===== config.mk =====
export PLATFORM = sky130hd
export DESIGN_NAME = x4xx_core
export DESIGN_NICKNAME = d
export VERILOG_FILES = /design/src/rtl/x4xx_core_pkg.sv /design/src/rtl/x4xx_ctrlport_decoder.sv /design/src/rtl/x4xx_mb_regs.sv /design/src/rtl/x4xx_timekeeper.sv /design/src/rtl/x4xx_radio_ctrlport_gate.sv /design/src/rtl/x4xx_core.sv
export VERILOG_INCLUDE_DIRS = /design/src /design/src/rtl
export SDC_FILE = /design/constraint.sdc
export NUM_CORES = 1
export LEC_CHECK = 0
export BUFFER_PORTS_ARGS = -buffer_cell sky130_fd_sc_hd__buf_2
export CAP_MARGIN = 20
export CELL_PAD_IN_SITES_DETAIL_PLACEMENT = 2
export CELL_PAD_IN_SITES_GLOBAL_PLACEMENT = 2
export CORE_ASPECT_RATIO = 1.1
export CORE_UTILIZATION = 30
export CTS_BUF_LIST = sky130_fd_sc_hd__clkbuf_16
export CTS_CLUSTER_DIAMETER = 60
export CTS_CLUSTER_SIZE = 8
export DETAILED_ROUTE_END_ITERATION = 7
export PLACE_DENSITY = 0.71
export SKIP_CTS_REPAIR_TIMING = 1
export SYNTH_ARGS = -nofsm -noshare
export SYNTH_HDL_FRONTEND = slang
export SYNTH_HIERARCHICAL = 1
export SYNTH_SLANG_ARGS = --single-unit

===== constraint.sdc =====
create_clock -name radio_clk -period 6.07 [get_ports radio_clk]
set_input_delay 0.607 -clock radio_clk [delete_from_list [all_inputs] [get_ports radio_clk]]
set_output_delay 0.607 -clock radio_clk [all_outputs]
set_load 0.05 [all_outputs]

===== src/rtl/x4xx_core_config.svh =====
// x4xx core configuration macros
// board count, address map, register offsets and reset values
`ifndef X4XX_CORE_CONFIG_SVH
`define X4XX_CORE_CONFIG_SVH

// --------------------
// sizes
`define X4XX_NUM_DBOARDS     2
`define X4XX_CTRLPORT_ADDR_W 20

// --------------------
// address map, byte addresses
// motherboard and timekeeper each own a 4 KB window
`define X4XX_MB_BASE     20'h00000
`define X4XX_TK_BASE     20'h01000
// one 256 KB window per daughterboard, db0 at 0x80000
`define X4XX_DB_BASE     20'h80000
`define X4XX_DB_WINDOW_W 18

// motherboard register offsets
`define X4XX_REG_COMPAT     20'h00000
`define X4XX_REG_DEVICE_ID  20'h00004
`define X4XX_REG_SCRATCH    20'h00008
`define X4XX_REG_PPS_SELECT 20'h0000C

// timekeeper register offsets
`define X4XX_REG_TIME_SET_LO 20'h00000
`define X4XX_REG_TIME_SET_HI 20'h00004
`define X4XX_REG_TIME_NOW_LO 20'h00008
`define X4XX_REG_TIME_NOW_HI 20'h0000C

// constant and reset values
`define X4XX_COMPAT_NUM      32'h00070001
`define X4XX_DEVICE_ID_RESET 16'h0000

`endif


===== src/rtl/x4xx_core_pkg.sv =====
// ctrlport types for the x4xx core
// request struct, response struct and response status
`include "x4xx_core_config.svh"

package x4xx_core_pkg;

  // --------------------
  // response status codes
  typedef enum logic [1:0] {
    sts_okay   = 2'b00,
    sts_cmderr = 2'b01,  // bad command or unmapped address
    sts_tsterr = 2'b10,  // timestamp problem
    sts_slverr = 2'b11   // target side error
  } ctrlport_status_t;

  // --------------------
  // request, wr and rd are one-cycle pulses
  typedef struct packed {
    logic                             wr;
    logic                             rd;
    logic [`X4XX_CTRLPORT_ADDR_W-1:0] addr;
    logic [31:0]                      data;
    logic [3:0]                       byte_en;
    logic                             has_time;   // hold until timestamp
    logic [63:0]                      timestamp;  // radio time to execute at
  } ctrlport_req_t;

  // --------------------
  // response, one ack pulse per request
  typedef struct packed {
    logic             ack;
    ctrlport_status_t status;
    logic [31:0]      data;    // read data
  } ctrlport_resp_t;

endpackage


===== src/rtl/x4xx_ctrlport_decoder.sv =====
// ctrlport address decoder
// routes each request to motherboard regs, timekeeper or one board port
// strips the window base and returns exactly one response
`timescale 1ns/1ps
`include "x4xx_core_config.svh"

module x4xx_ctrlport_decoder (
  input  logic                                                  radio_clk,
  input  logic                                                  rst_n,
  input  x4xx_core_pkg::ctrlport_req_t                          s_req,
  output x4xx_core_pkg::ctrlport_resp_t                         s_resp,
  output x4xx_core_pkg::ctrlport_req_t                          mb_req,
  input  x4xx_core_pkg::ctrlport_resp_t                         mb_resp,
  output x4xx_core_pkg::ctrlport_req_t                          tk_req,
  input  x4xx_core_pkg::ctrlport_resp_t                         tk_resp,
  output x4xx_core_pkg::ctrlport_req_t  [`X4XX_NUM_DBOARDS-1:0] db_req,
  input  x4xx_core_pkg::ctrlport_resp_t [`X4XX_NUM_DBOARDS-1:0] db_resp
);

  localparam int num_db    = `X4XX_NUM_DBOARDS;
  localparam int aw        = `X4XX_CTRLPORT_ADDR_W;
  localparam int reg_win_w = 12;  // 4 KB register windows
  localparam int sel_w     = (num_db > 1) ? $clog2(num_db) : 1;

  localparam logic [aw-1:0] mb_base = `X4XX_MB_BASE;
  localparam logic [aw-1:0] tk_base = `X4XX_TK_BASE;
  localparam logic [aw-1:0] db_base = `X4XX_DB_BASE;

  typedef enum logic [1:0] {tgt_none, tgt_mb, tgt_tk, tgt_db} target_t;

  logic                          accept;
  logic                          hit_mb;
  logic                          hit_tk;
  logic                          hit_db;
  logic                          hit_any;
  logic [aw-1:0]                 db_off;
  logic [aw-1:0]                 db_idx;
  logic                          done;        // outstanding target acked
  logic [num_db+1:0]             go_d;        // bit 0 mb, bit 1 tk, then boards
  logic [num_db+1:0]             go_q;
  target_t                       tgt_q;
  logic [sel_w-1:0]              db_sel_q;
  x4xx_core_pkg::ctrlport_req_t  fwd_d;
  x4xx_core_pkg::ctrlport_req_t  fwd_q;
  x4xx_core_pkg::ctrlport_resp_t resp_d;
  x4xx_core_pkg::ctrlport_resp_t resp_q;

  // keeps the payload, lets wr/rd through only toward the selected target
  function automatic x4xx_core_pkg::ctrlport_req_t gate_req(
    x4xx_core_pkg::ctrlport_req_t req,
    logic                         en
  );
    x4xx_core_pkg::ctrlport_req_t r;
    r    = req;
    r.wr = req.wr & en;
    r.rd = req.rd & en;
    return r;
  endfunction

  // --------------------
  // address decode
  assign accept  = (s_req.wr | s_req.rd) && (tgt_q == tgt_none);
  assign hit_mb  = s_req.addr[aw-1:reg_win_w] == mb_base[aw-1:reg_win_w];
  assign hit_tk  = s_req.addr[aw-1:reg_win_w] == tk_base[aw-1:reg_win_w];
  assign db_off  = s_req.addr - db_base;
  assign db_idx  = db_off >> `X4XX_DB_WINDOW_W;
  assign hit_db  = (s_req.addr >= db_base) && (db_idx < aw'(num_db));
  assign hit_any = hit_mb | hit_tk | hit_db;

  always_comb begin
    fwd_d = s_req;
    if (hit_db)
      fwd_d.addr = aw'(db_off[`X4XX_DB_WINDOW_W-1:0]);
    else
      fwd_d.addr = aw'(s_req.addr[reg_win_w-1:0]);  // offset in 4 KB window
  end

  always_comb begin
    go_d = '0;
    if (accept) begin
      go_d[0] = hit_mb;
      go_d[1] = hit_tk;
      for (int n = 0; n < num_db; n++)
        go_d[2+n] = hit_db && (db_idx == aw'(n));
    end
  end

  // --------------------
  // request register and target tracking
  always_ff @(posedge radio_clk) begin
    if (accept) begin
      fwd_q    <= fwd_d;
      db_sel_q <= sel_w'(db_idx);
    end
  end

  always_ff @(posedge radio_clk) begin
    if (!rst_n) begin
      go_q  <= '0;
      tgt_q <= tgt_none;
    end else begin
      go_q <= go_d;
      if (accept && hit_mb)
        tgt_q <= tgt_mb;
      else if (accept && hit_tk)
        tgt_q <= tgt_tk;
      else if (accept && hit_db)
        tgt_q <= tgt_db;
      else if (done)
        tgt_q <= tgt_none;
    end
  end

  assign mb_req = gate_req(fwd_q, go_q[0]);
  assign tk_req = gate_req(fwd_q, go_q[1]);

  always_comb begin
    for (int n = 0; n < num_db; n++)
      db_req[n] = gate_req(fwd_q, go_q[2+n]);
  end

  // --------------------
  // response path
  always_comb begin
    resp_d = '0;
    done   = 1'b0;
    case (tgt_q)
      tgt_mb: begin
        resp_d = mb_resp;
        done   = mb_resp.ack;
      end
      tgt_tk: begin
        resp_d = tk_resp;
        done   = tk_resp.ack;
      end
      tgt_db: done = db_resp[db_sel_q].ack;
      default: begin
        resp_d.ack    = accept & ~hit_any;  // unmapped, answered here
        resp_d.status = x4xx_core_pkg::sts_cmderr;
      end
    endcase
  end

  always_ff @(posedge radio_clk) begin
    resp_q <= resp_d;
    if (!rst_n)
      resp_q.ack <= 1'b0;
  end

  // board responses come already registered from the gate
  always_comb begin
    s_resp = resp_q;
    if (tgt_q == tgt_db)
      s_resp = db_resp[db_sel_q];
  end

endmodule


===== src/rtl/x4xx_mb_regs.sv =====
// motherboard register file
// compat number, device id, scratch and pps select, byte-enable writes
`timescale 1ns/1ps
`include "x4xx_core_config.svh"

module x4xx_mb_regs (
  input  logic                          radio_clk,
  input  logic                          rst_n,
  input  x4xx_core_pkg::ctrlport_req_t  req,
  output x4xx_core_pkg::ctrlport_resp_t resp,
  output logic [15:0]                   device_id,
  output logic [1:0]                    pps_select
);

  logic [31:0] scratch;
  logic [31:0] rd_data;

  // --------------------
  // read mux
  always_comb begin
    case (req.addr)
      `X4XX_REG_COMPAT:     rd_data = `X4XX_COMPAT_NUM;
      `X4XX_REG_DEVICE_ID:  rd_data = {16'b0, device_id};
      `X4XX_REG_SCRATCH:    rd_data = scratch;
      `X4XX_REG_PPS_SELECT: rd_data = {30'b0, pps_select};
      default:              rd_data = '0;  // unknown offsets read zero
    endcase
  end

  // --------------------
  // writes
  always_ff @(posedge radio_clk) begin
    if (!rst_n) begin
      device_id  <= `X4XX_DEVICE_ID_RESET;
      scratch    <= '0;
      pps_select <= '0;
    end else if (req.wr) begin
      case (req.addr)
        `X4XX_REG_DEVICE_ID:
          for (int b = 0; b < 2; b++)
            if (req.byte_en[b])
              device_id[8*b +: 8] <= req.data[8*b +: 8];
        `X4XX_REG_SCRATCH:
          for (int b = 0; b < 4; b++)
            if (req.byte_en[b])
              scratch[8*b +: 8] <= req.data[8*b +: 8];
        `X4XX_REG_PPS_SELECT:
          if (req.byte_en[0])
            pps_select <= req.data[1:0];
        default: ;
      endcase
    end
  end

  // one-cycle response, always okay
  always_ff @(posedge radio_clk) begin
    resp.ack    <= req.wr | req.rd;
    resp.status <= x4xx_core_pkg::sts_okay;
    resp.data   <= req.rd ? rd_data : '0;
    if (!rst_n)
      resp.ack <= 1'b0;
  end

endmodule


===== src/rtl/x4xx_timekeeper.sv =====
// timekeeper
// 64-bit radio time counted from strobes
// set registers (lo pending, hi loads) and snapshot read registers
`timescale 1ns/1ps
`include "x4xx_core_config.svh"

module x4xx_timekeeper (
  input  logic                          radio_clk,
  input  logic                          rst_n,
  input  x4xx_core_pkg::ctrlport_req_t  req,
  input  logic                          time_stb,
  output x4xx_core_pkg::ctrlport_resp_t resp,
  output logic [63:0]                   radio_time
);

  logic [31:0] set_lo;   // pending low word
  logic [31:0] snap_hi;  // high word captured on a NOW_LO read
  logic [31:0] rd_data;
  logic        set_hi;

  assign set_hi = req.wr && (req.addr == `X4XX_REG_TIME_SET_HI);

  // --------------------
  // time counter
  always_ff @(posedge radio_clk) begin
    if (!rst_n)
      radio_time <= '0;
    else if (set_hi)
      radio_time <= {req.data, set_lo};  // load wins over the increment
    else if (time_stb)
      radio_time <= radio_time + 64'd1;
  end

  always_ff @(posedge radio_clk) begin
    if (req.wr && (req.addr == `X4XX_REG_TIME_SET_LO))
      set_lo <= req.data;
    if (req.rd && (req.addr == `X4XX_REG_TIME_NOW_LO))
      snap_hi <= radio_time[63:32];
  end

  // --------------------
  // readback, byte enables not used here
  always_comb begin
    case (req.addr)
      `X4XX_REG_TIME_NOW_LO: rd_data = radio_time[31:0];
      `X4XX_REG_TIME_NOW_HI: rd_data = snap_hi;
      default:               rd_data = '0;
    endcase
  end

  always_ff @(posedge radio_clk) begin
    resp.ack    <= req.wr | req.rd;
    resp.status <= x4xx_core_pkg::sts_okay;
    resp.data   <= req.rd ? rd_data : '0;
    if (!rst_n)
      resp.ack <= 1'b0;
  end

endmodule


===== src/rtl/x4xx_radio_ctrlport_gate.sv =====
// per-daughterboard ctrlport gate
// holds one request, releases it when untimed or when its time is reached
// registers the board response back toward the decoder
`timescale 1ns/1ps

module x4xx_radio_ctrlport_gate (
  input  logic                          radio_clk,
  input  logic                          rst_n,
  input  x4xx_core_pkg::ctrlport_req_t  s_req,
  output x4xx_core_pkg::ctrlport_resp_t s_resp,
  input  logic [63:0]                   radio_time,
  output x4xx_core_pkg::ctrlport_req_t  m_req,
  input  x4xx_core_pkg::ctrlport_resp_t m_resp
);

  x4xx_core_pkg::ctrlport_req_t held_q;
  logic                         pend_q;  // request held, not yet released
  logic                         wait_q;  // released, board ack outstanding
  logic                         due;
  logic                         fire;

  // --------------------
  // release condition
  // late timestamps go out right away
  assign due  = !held_q.has_time || (radio_time >= held_q.timestamp);
  assign fire = pend_q & due;

  always_comb begin
    m_req    = held_q;
    m_req.wr = held_q.wr & fire;  // single-cycle pulse
    m_req.rd = held_q.rd & fire;
  end

  always_ff @(posedge radio_clk) begin
    if (s_req.wr | s_req.rd)
      held_q <= s_req;
  end

  // --------------------
  // control state and response
  always_ff @(posedge radio_clk) begin
    s_resp     <= m_resp;
    s_resp.ack <= m_resp.ack & wait_q;
    if (!rst_n) begin
      pend_q     <= 1'b0;
      wait_q     <= 1'b0;
      s_resp.ack <= 1'b0;
    end else begin
      if (s_req.wr | s_req.rd)
        pend_q <= 1'b1;
      else if (fire)
        pend_q <= 1'b0;

      if (fire)
        wait_q <= 1'b1;
      else if (m_resp.ack)
        wait_q <= 1'b0;
    end
  end

endmodule


===== src/rtl/x4xx_core.sv =====
// x4xx core control path, single radio_clk domain
// decoder, motherboard registers, timekeeper and one timed gate per board
`timescale 1ns/1ps
`include "x4xx_core_config.svh"

module x4xx_core (
  input  logic                                                  radio_clk,
  input  logic                                                  rst_n,
  // ctrlport from the host side
  input  x4xx_core_pkg::ctrlport_req_t                          s_ctrlport_req,
  output x4xx_core_pkg::ctrlport_resp_t                         s_ctrlport_resp,
  // radio strobes and time
  input  logic [`X4XX_NUM_DBOARDS*2-1:0]                        rx_stb,
  output logic [63:0]                                           radio_time,
  output logic                                                  radio_time_stb,
  // board level settings
  output logic [15:0]                                           device_id,
  output logic [1:0]                                            pps_select,
  // radio ctrlport, one per daughterboard
  output x4xx_core_pkg::ctrlport_req_t  [`X4XX_NUM_DBOARDS-1:0] m_ctrlport_radio_req,
  input  x4xx_core_pkg::ctrlport_resp_t [`X4XX_NUM_DBOARDS-1:0] m_ctrlport_radio_resp
);

  x4xx_core_pkg::ctrlport_req_t                          mb_req;
  x4xx_core_pkg::ctrlport_resp_t                         mb_resp;
  x4xx_core_pkg::ctrlport_req_t                          tk_req;
  x4xx_core_pkg::ctrlport_resp_t                         tk_resp;
  x4xx_core_pkg::ctrlport_req_t  [`X4XX_NUM_DBOARDS-1:0] db_req;
  x4xx_core_pkg::ctrlport_resp_t [`X4XX_NUM_DBOARDS-1:0] db_resp;

  // first rx strobe doubles as the time strobe
  assign radio_time_stb = rx_stb[0];

  // --------------------
  // request routing
  x4xx_ctrlport_decoder decoder_i (
    .radio_clk (radio_clk),
    .rst_n     (rst_n),
    .s_req     (s_ctrlport_req),
    .s_resp    (s_ctrlport_resp),
    .mb_req    (mb_req),
    .mb_resp   (mb_resp),
    .tk_req    (tk_req),
    .tk_resp   (tk_resp),
    .db_req    (db_req),
    .db_resp   (db_resp)
  );

  x4xx_mb_regs mb_regs_i (
    .radio_clk  (radio_clk),
    .rst_n      (rst_n),
    .req        (mb_req),
    .resp       (mb_resp),
    .device_id  (device_id),
    .pps_select (pps_select)
  );

  x4xx_timekeeper timekeeper_i (
    .radio_clk  (radio_clk),
    .rst_n      (rst_n),
    .req        (tk_req),
    .time_stb   (radio_time_stb),
    .resp       (tk_resp),
    .radio_time (radio_time)
  );

  // --------------------
  // one timed gate per board
  for (genvar g = 0; g < `X4XX_NUM_DBOARDS; g++) begin : gen_db_gate
    x4xx_radio_ctrlport_gate gate_i (
      .radio_clk  (radio_clk),
      .rst_n      (rst_n),
      .s_req      (db_req[g]),
      .s_resp     (db_resp[g]),
      .radio_time (radio_time),
      .m_req      (m_ctrlport_radio_req[g]),
      .m_resp     (m_ctrlport_radio_resp[g])
    );
  end

endmodule


**Word level (Yosys, flattened, before mapping)**

Index checks and enable logic that the tools add are counted.

- Register bits: 729
- Logic and storage cells: 151

- Add/sub/neg operators: 2
- Order comparisons: 5
- Equality and inequality tests: 8
- Muxes and demuxes: 23
- Bitwise operators: 26
- Reduce and logical (&&, ||, !) cells: 34

Operator list:

| kind | number |
|---|---|
| $ge 64x64->1 | 2 |
| $mux 64 | 2 |
| $pmux 32 s2 | 2 |
| $pmux 32 s4 | 1 |
| $mux 35 | 3 |
| $add 64x1->64 const B | 1 |
| $eq 20x4->1 const B | 2 |
| $logic_not 20->1 | 2 |
| $reduce_and 3->1 | 7 |
| $eq 20x3->1 const B | 1 |
| $ge 20x20->1 const B | 1 |
| $sub 20x20->20 const B | 1 |
| $and 1x1->1 | 17 |
| $mux 12 | 1 |
| $logic_and 1x1->1 | 10 |
| $reduce_bool 2->1 | 5 |
| $mux 1 | 9 |
| $pmux 3 s3 | 1 |
| $eq 8x1->1 const B | 1 |
| $logic_not 8->1 | 1 |
| $or 1x1->1 | 7 |
| $mux 2 | 3 |
| $eq 2x1->1 const B | 2 |
| $eq 2x2->1 const B | 2 |
| other kinds (11) | 14 |

**Logic depth before layout (Yosys ltp)**

- Word-level depth: 7
- Depth in mapped cells: 9
- Gate-level depth less buffers: 9

**Cells and area by module**

Netlist, hierarchy kept.

By module, submodules not included:

| module | instances | cells an instance | area each (µm²) |
|---|---|---|---|
| x4xx_radio_ctrlport_gate | 2 | 512 | 7023.0 |
| x4xx_ctrlport_decoder | 1 | 891 | 9658.0 |
| x4xx_timekeeper | 1 | 577 | 6446.2 |
| x4xx_mb_regs | 1 | 361 | 3349.5 |
| x4xx_core | 1 | 1 | 7.5 |

**Worst setup path before layout**

OpenSTA, ideal clock, no wires.

- Path kind: reg-to-reg
- From: reg decoder_i.fwd_q (netlist bit decoder_i/db_req[107])
- To: reg timekeeper_i.set_lo[0], enable pin
- Arrival time: 4.623 ns
- Required time: 5.557 ns
- Path slack: 0.934 ns
- Cell stages (with the launch flop): 6
- Buffers on the path: 1
- Cell sequence: edfxtp_1 > buf_4 > nor4_1 > nand3_1 > or2_2 > nor4b_1

- Cells in the longest elaborated chain, start to end: 2

RTL lines:

| what | line | RTL |
|---|---|---|
| start, declared | x4xx_ctrlport_decoder.sv:44 | `x4xx_core_pkg::ctrlport_req_t fwd_q;` |
| start signal, assigned | x4xx_ctrlport_decoder.sv:92 | `fwd_q <= fwd_d;` |
| $logic_not 20->1 (no line) | -- |  |
| $logic_and 1x1->1 | x4xx_timekeeper.sv:35 | `` if (req.wr && (req.addr == `X4XX_REG_TIME_SET_LO)) `` |
| end signal, assigned | x4xx_timekeeper.sv:36 | `set_lo <= req.data;` |
| end, declared | x4xx_timekeeper.sv:16 | `logic [31:0] set_lo;` |

Every way passes these cells.
A chain may end at the register's enable or synchronous reset.

==> metrics.txt <==
status=finished, final reports clean; largest net degree at the start of global routing=125; die width=316 um; Reg clk slew, reported paths=0.05 ns; setup violators final=0; Routed WL=107 mm; clk sink count=727; Layout area overhead=11.5%; Final Instance Area=0.0362 mm^2; antenna violations before repair=4; RSZ-0062 raised after global routing=false; FP Rows=126; fin crit period=4.63 ns; Pre-Repair DR Iteration Count=5; clock root buffer=clkbuf_16; DRC viols=0; Worst Setup End Kind=output port; vias in the first global route=21932; Static Leak=14.6 nW; Worst-Margin Slew=1.31 ns; routed len/inst=25.1 um; total congestion overflow=0; Gate power share=6.3%; core area=0.107 mm^2; CTS tree=done; R2R Path Start=timekeeper_i/radio_time[0]$_SDFFE_PN0P_; NetSw=3.04 mW; Hold Fails Final Rpt=0; post-route worst setup slack=1.44 ns; first-pass GRT wire length=149 mm; Max Root-Sink Buffers=3; # fillers=11306; die area=0.110 mm^2; Worst Setup Path Type=flip-flop to output port; CTS buffer count=107; Clk Latency, worst-skew pair=0.71 ns; Buffers on Ports=559; Clk network pwr share=46.6%; CP Launch Type=flip-flop; Clock Skew=0.0705 ns; syn avg cell area=11.9 um^2; MaxCap Viol Count=0; htree depth=3; post-route clock period utilization=76.2%; DR vias/cell=4.73; DRT iter0 DRCs=1072; Netlist Area Pre-Place=0.0325 mm^2; HP Class=input pin to flip-flop; post-route ant nets=0; Synth Instances=2720; Pint=8.99 mW; sw frac=25.3%; PD cells=332 mW/mm^2; proportion of layout cells with a drive suffix above 1=26.4%; Yosys warning count=6; Req. time, crit path=5.46 ns; Max Clk Rate=216 MHz; via count=20194; Worst Path Max Fanout=8; hold_sp=m_ctrlport_radio_resp[4]; Critical Path AT=4.02 ns; Rel. slew slack=12.9%; Final nets=3121; Placed Instance Area=0.0325 mm^2; Worst VDD drop=0.208 mV; hpwl dp=76.8 mm; number of I/O pins=563; Critical Path Source=timekeeper_i/radio_time[0]$_SDFFE_PN0P_; routability cong.=0.769; max-slew violation count=0; Chip Height=347 um; setup tns final=0 ns; pre-CTS WS=2.13 ns; Total GRT Usage=18.7%; Reg power frac=47.1%; Initial Util=30.3%
[worst paths after layout]
check | cells after the start | to | slack, ns
setup / recovery | 10 | m_ctrlport_radio_req[121] | 1.44
hold / removal | 1 | gen_db_gate[0].gate_i/s_resp[4]$_DFF_P_ | 0.03
setup reg to reg | 7 | timekeeper_i/radio_time[48]$_SDFFE_PN0P_ | 2.86
hold reg to reg | 0 | gen_db_gate[0].gate_i/m_req[60]$_DFFE_PP_ | 0.44
[flip-flops by register name, summed over array words and instances (netlist names), 4 cells and up]
signal,count
decoder_i/go_q,4
timekeeper_i/set_lo,32
mb_regs_i/scratch,32
gen_db_gate.gate_i/m_req,242
mb_regs_i/resp,33
gen_db_gate.gate_i/held_q,4
decoder_i/db_req,119
gen_db_gate.gate_i/s_resp,70
decoder_i/resp_q,35
mb_regs_i/device_id,16
timekeeper_i/radio_time,64
timekeeper_i/resp,33
timekeeper_i/snap_hi,32
[layout by cell type, fill, tap and decap left out, types with 6 or more instances in the layout]
cell	instances
edfxtp_1	432
mux2i_1	38
buf_4	17
or3_1	8
and3_1	29
a211oi_1	24
a221oi_1	6
nor3_1	21
buf_2	559
and4_1	10
o21ai_0	93
dfxtp_1	295
a22o_1	31
nor2_1	106
or2_2	7
a21boi_0	13
clkbuf_16	107
conb_1	12
nor4_1	18
nor4_4	9
xor2_1	25
and2_1	14
nor2b_1	35
ha_1	132
nand2_1	67
a21o_1	10
o21ai_1	14
inv_1	195
a22oi_1	50
dlygate4sd3_1	55
a21boi_1	37
nand3_1	75
a21oi_1	126
nand4_1	60
xnor2_1	38
or4_1	8
[per-layer routing]
layer / GRT usage, % / vias to the layer above / share of wire [%]
met3: 4.63 / 208 / 5.9
met1: 20.8 / 10254 / 38
met2: 33.8 / 569 / 52
met4: 7.61 / 0 / 3.8
met5: 0 / - / 0
li1: - / 9163 / -
[final cells by class]
type | instances | area, um^2 | share of cell area [%]
Sequential cell | 727 | 18900 | 52.1
Multi-Input combinational cell | 1180 | 8340 | 23.0
Timing Repair Buffer | 632 | 3500 | 9.65
Clock buffer | 107 | 2680 | 7.39
Tap cell | 1408 | 1760 | 4.86
Clock inverter | 75 | 546 | 1.51
Inverter | 141 | 534 | 1.47
Antenna cell | 3 | 7.51 | 0.0207
[power by group through the flow]
| stage | sequential [mW] | combinational (mW) | clock [mW] |
|---|---|---|---|
| 4_1_cts | 5.67 | 0.739 | 5.77 |
| 6_report | 5.66 | 0.762 | 5.61 |
| 3_5_place_dp | 5.77 | 0.735 | 0 |
| 3_3_place_gp | 5.75 | 0.719 | 0 |
| 5_1_grt | 5.68 | 0.809 | 5.95 |
| 2_1_floorplan | 5.66 | 0.852 | 0 |
[critical path: stages, from the launching register on]
cell       delay (ns)
dfxtp_1          0.54
inv_1            0.09
ha_1             0.30
nand2b_4         0.15
a2111oi_4        0.37
o41ai_1          0.10
or4_1            0.51
a21oi_2          0.34
o211ai_2         0.35
and3_1           0.35
buf_2            0.22
[stage by stage]
step | util (%) | instances | hold WS (ns) | total power, mW
final | 33.8 | 4273 | 0.0346 | 12.0
after global routing | 33.7 | 4270 | 0.00257 | 12.4
after CTS | 33.2 | 4215 | -0.0636 | 12.2
after detailed placement | 30.2 | 4033 | 0.432 | 6.50
after global placement | 30.2 | 4033 | 0.422 | 6.47
after floorplan | - | 2729 | 0.433 | 6.52
Power figures use the tool's default switching activity.
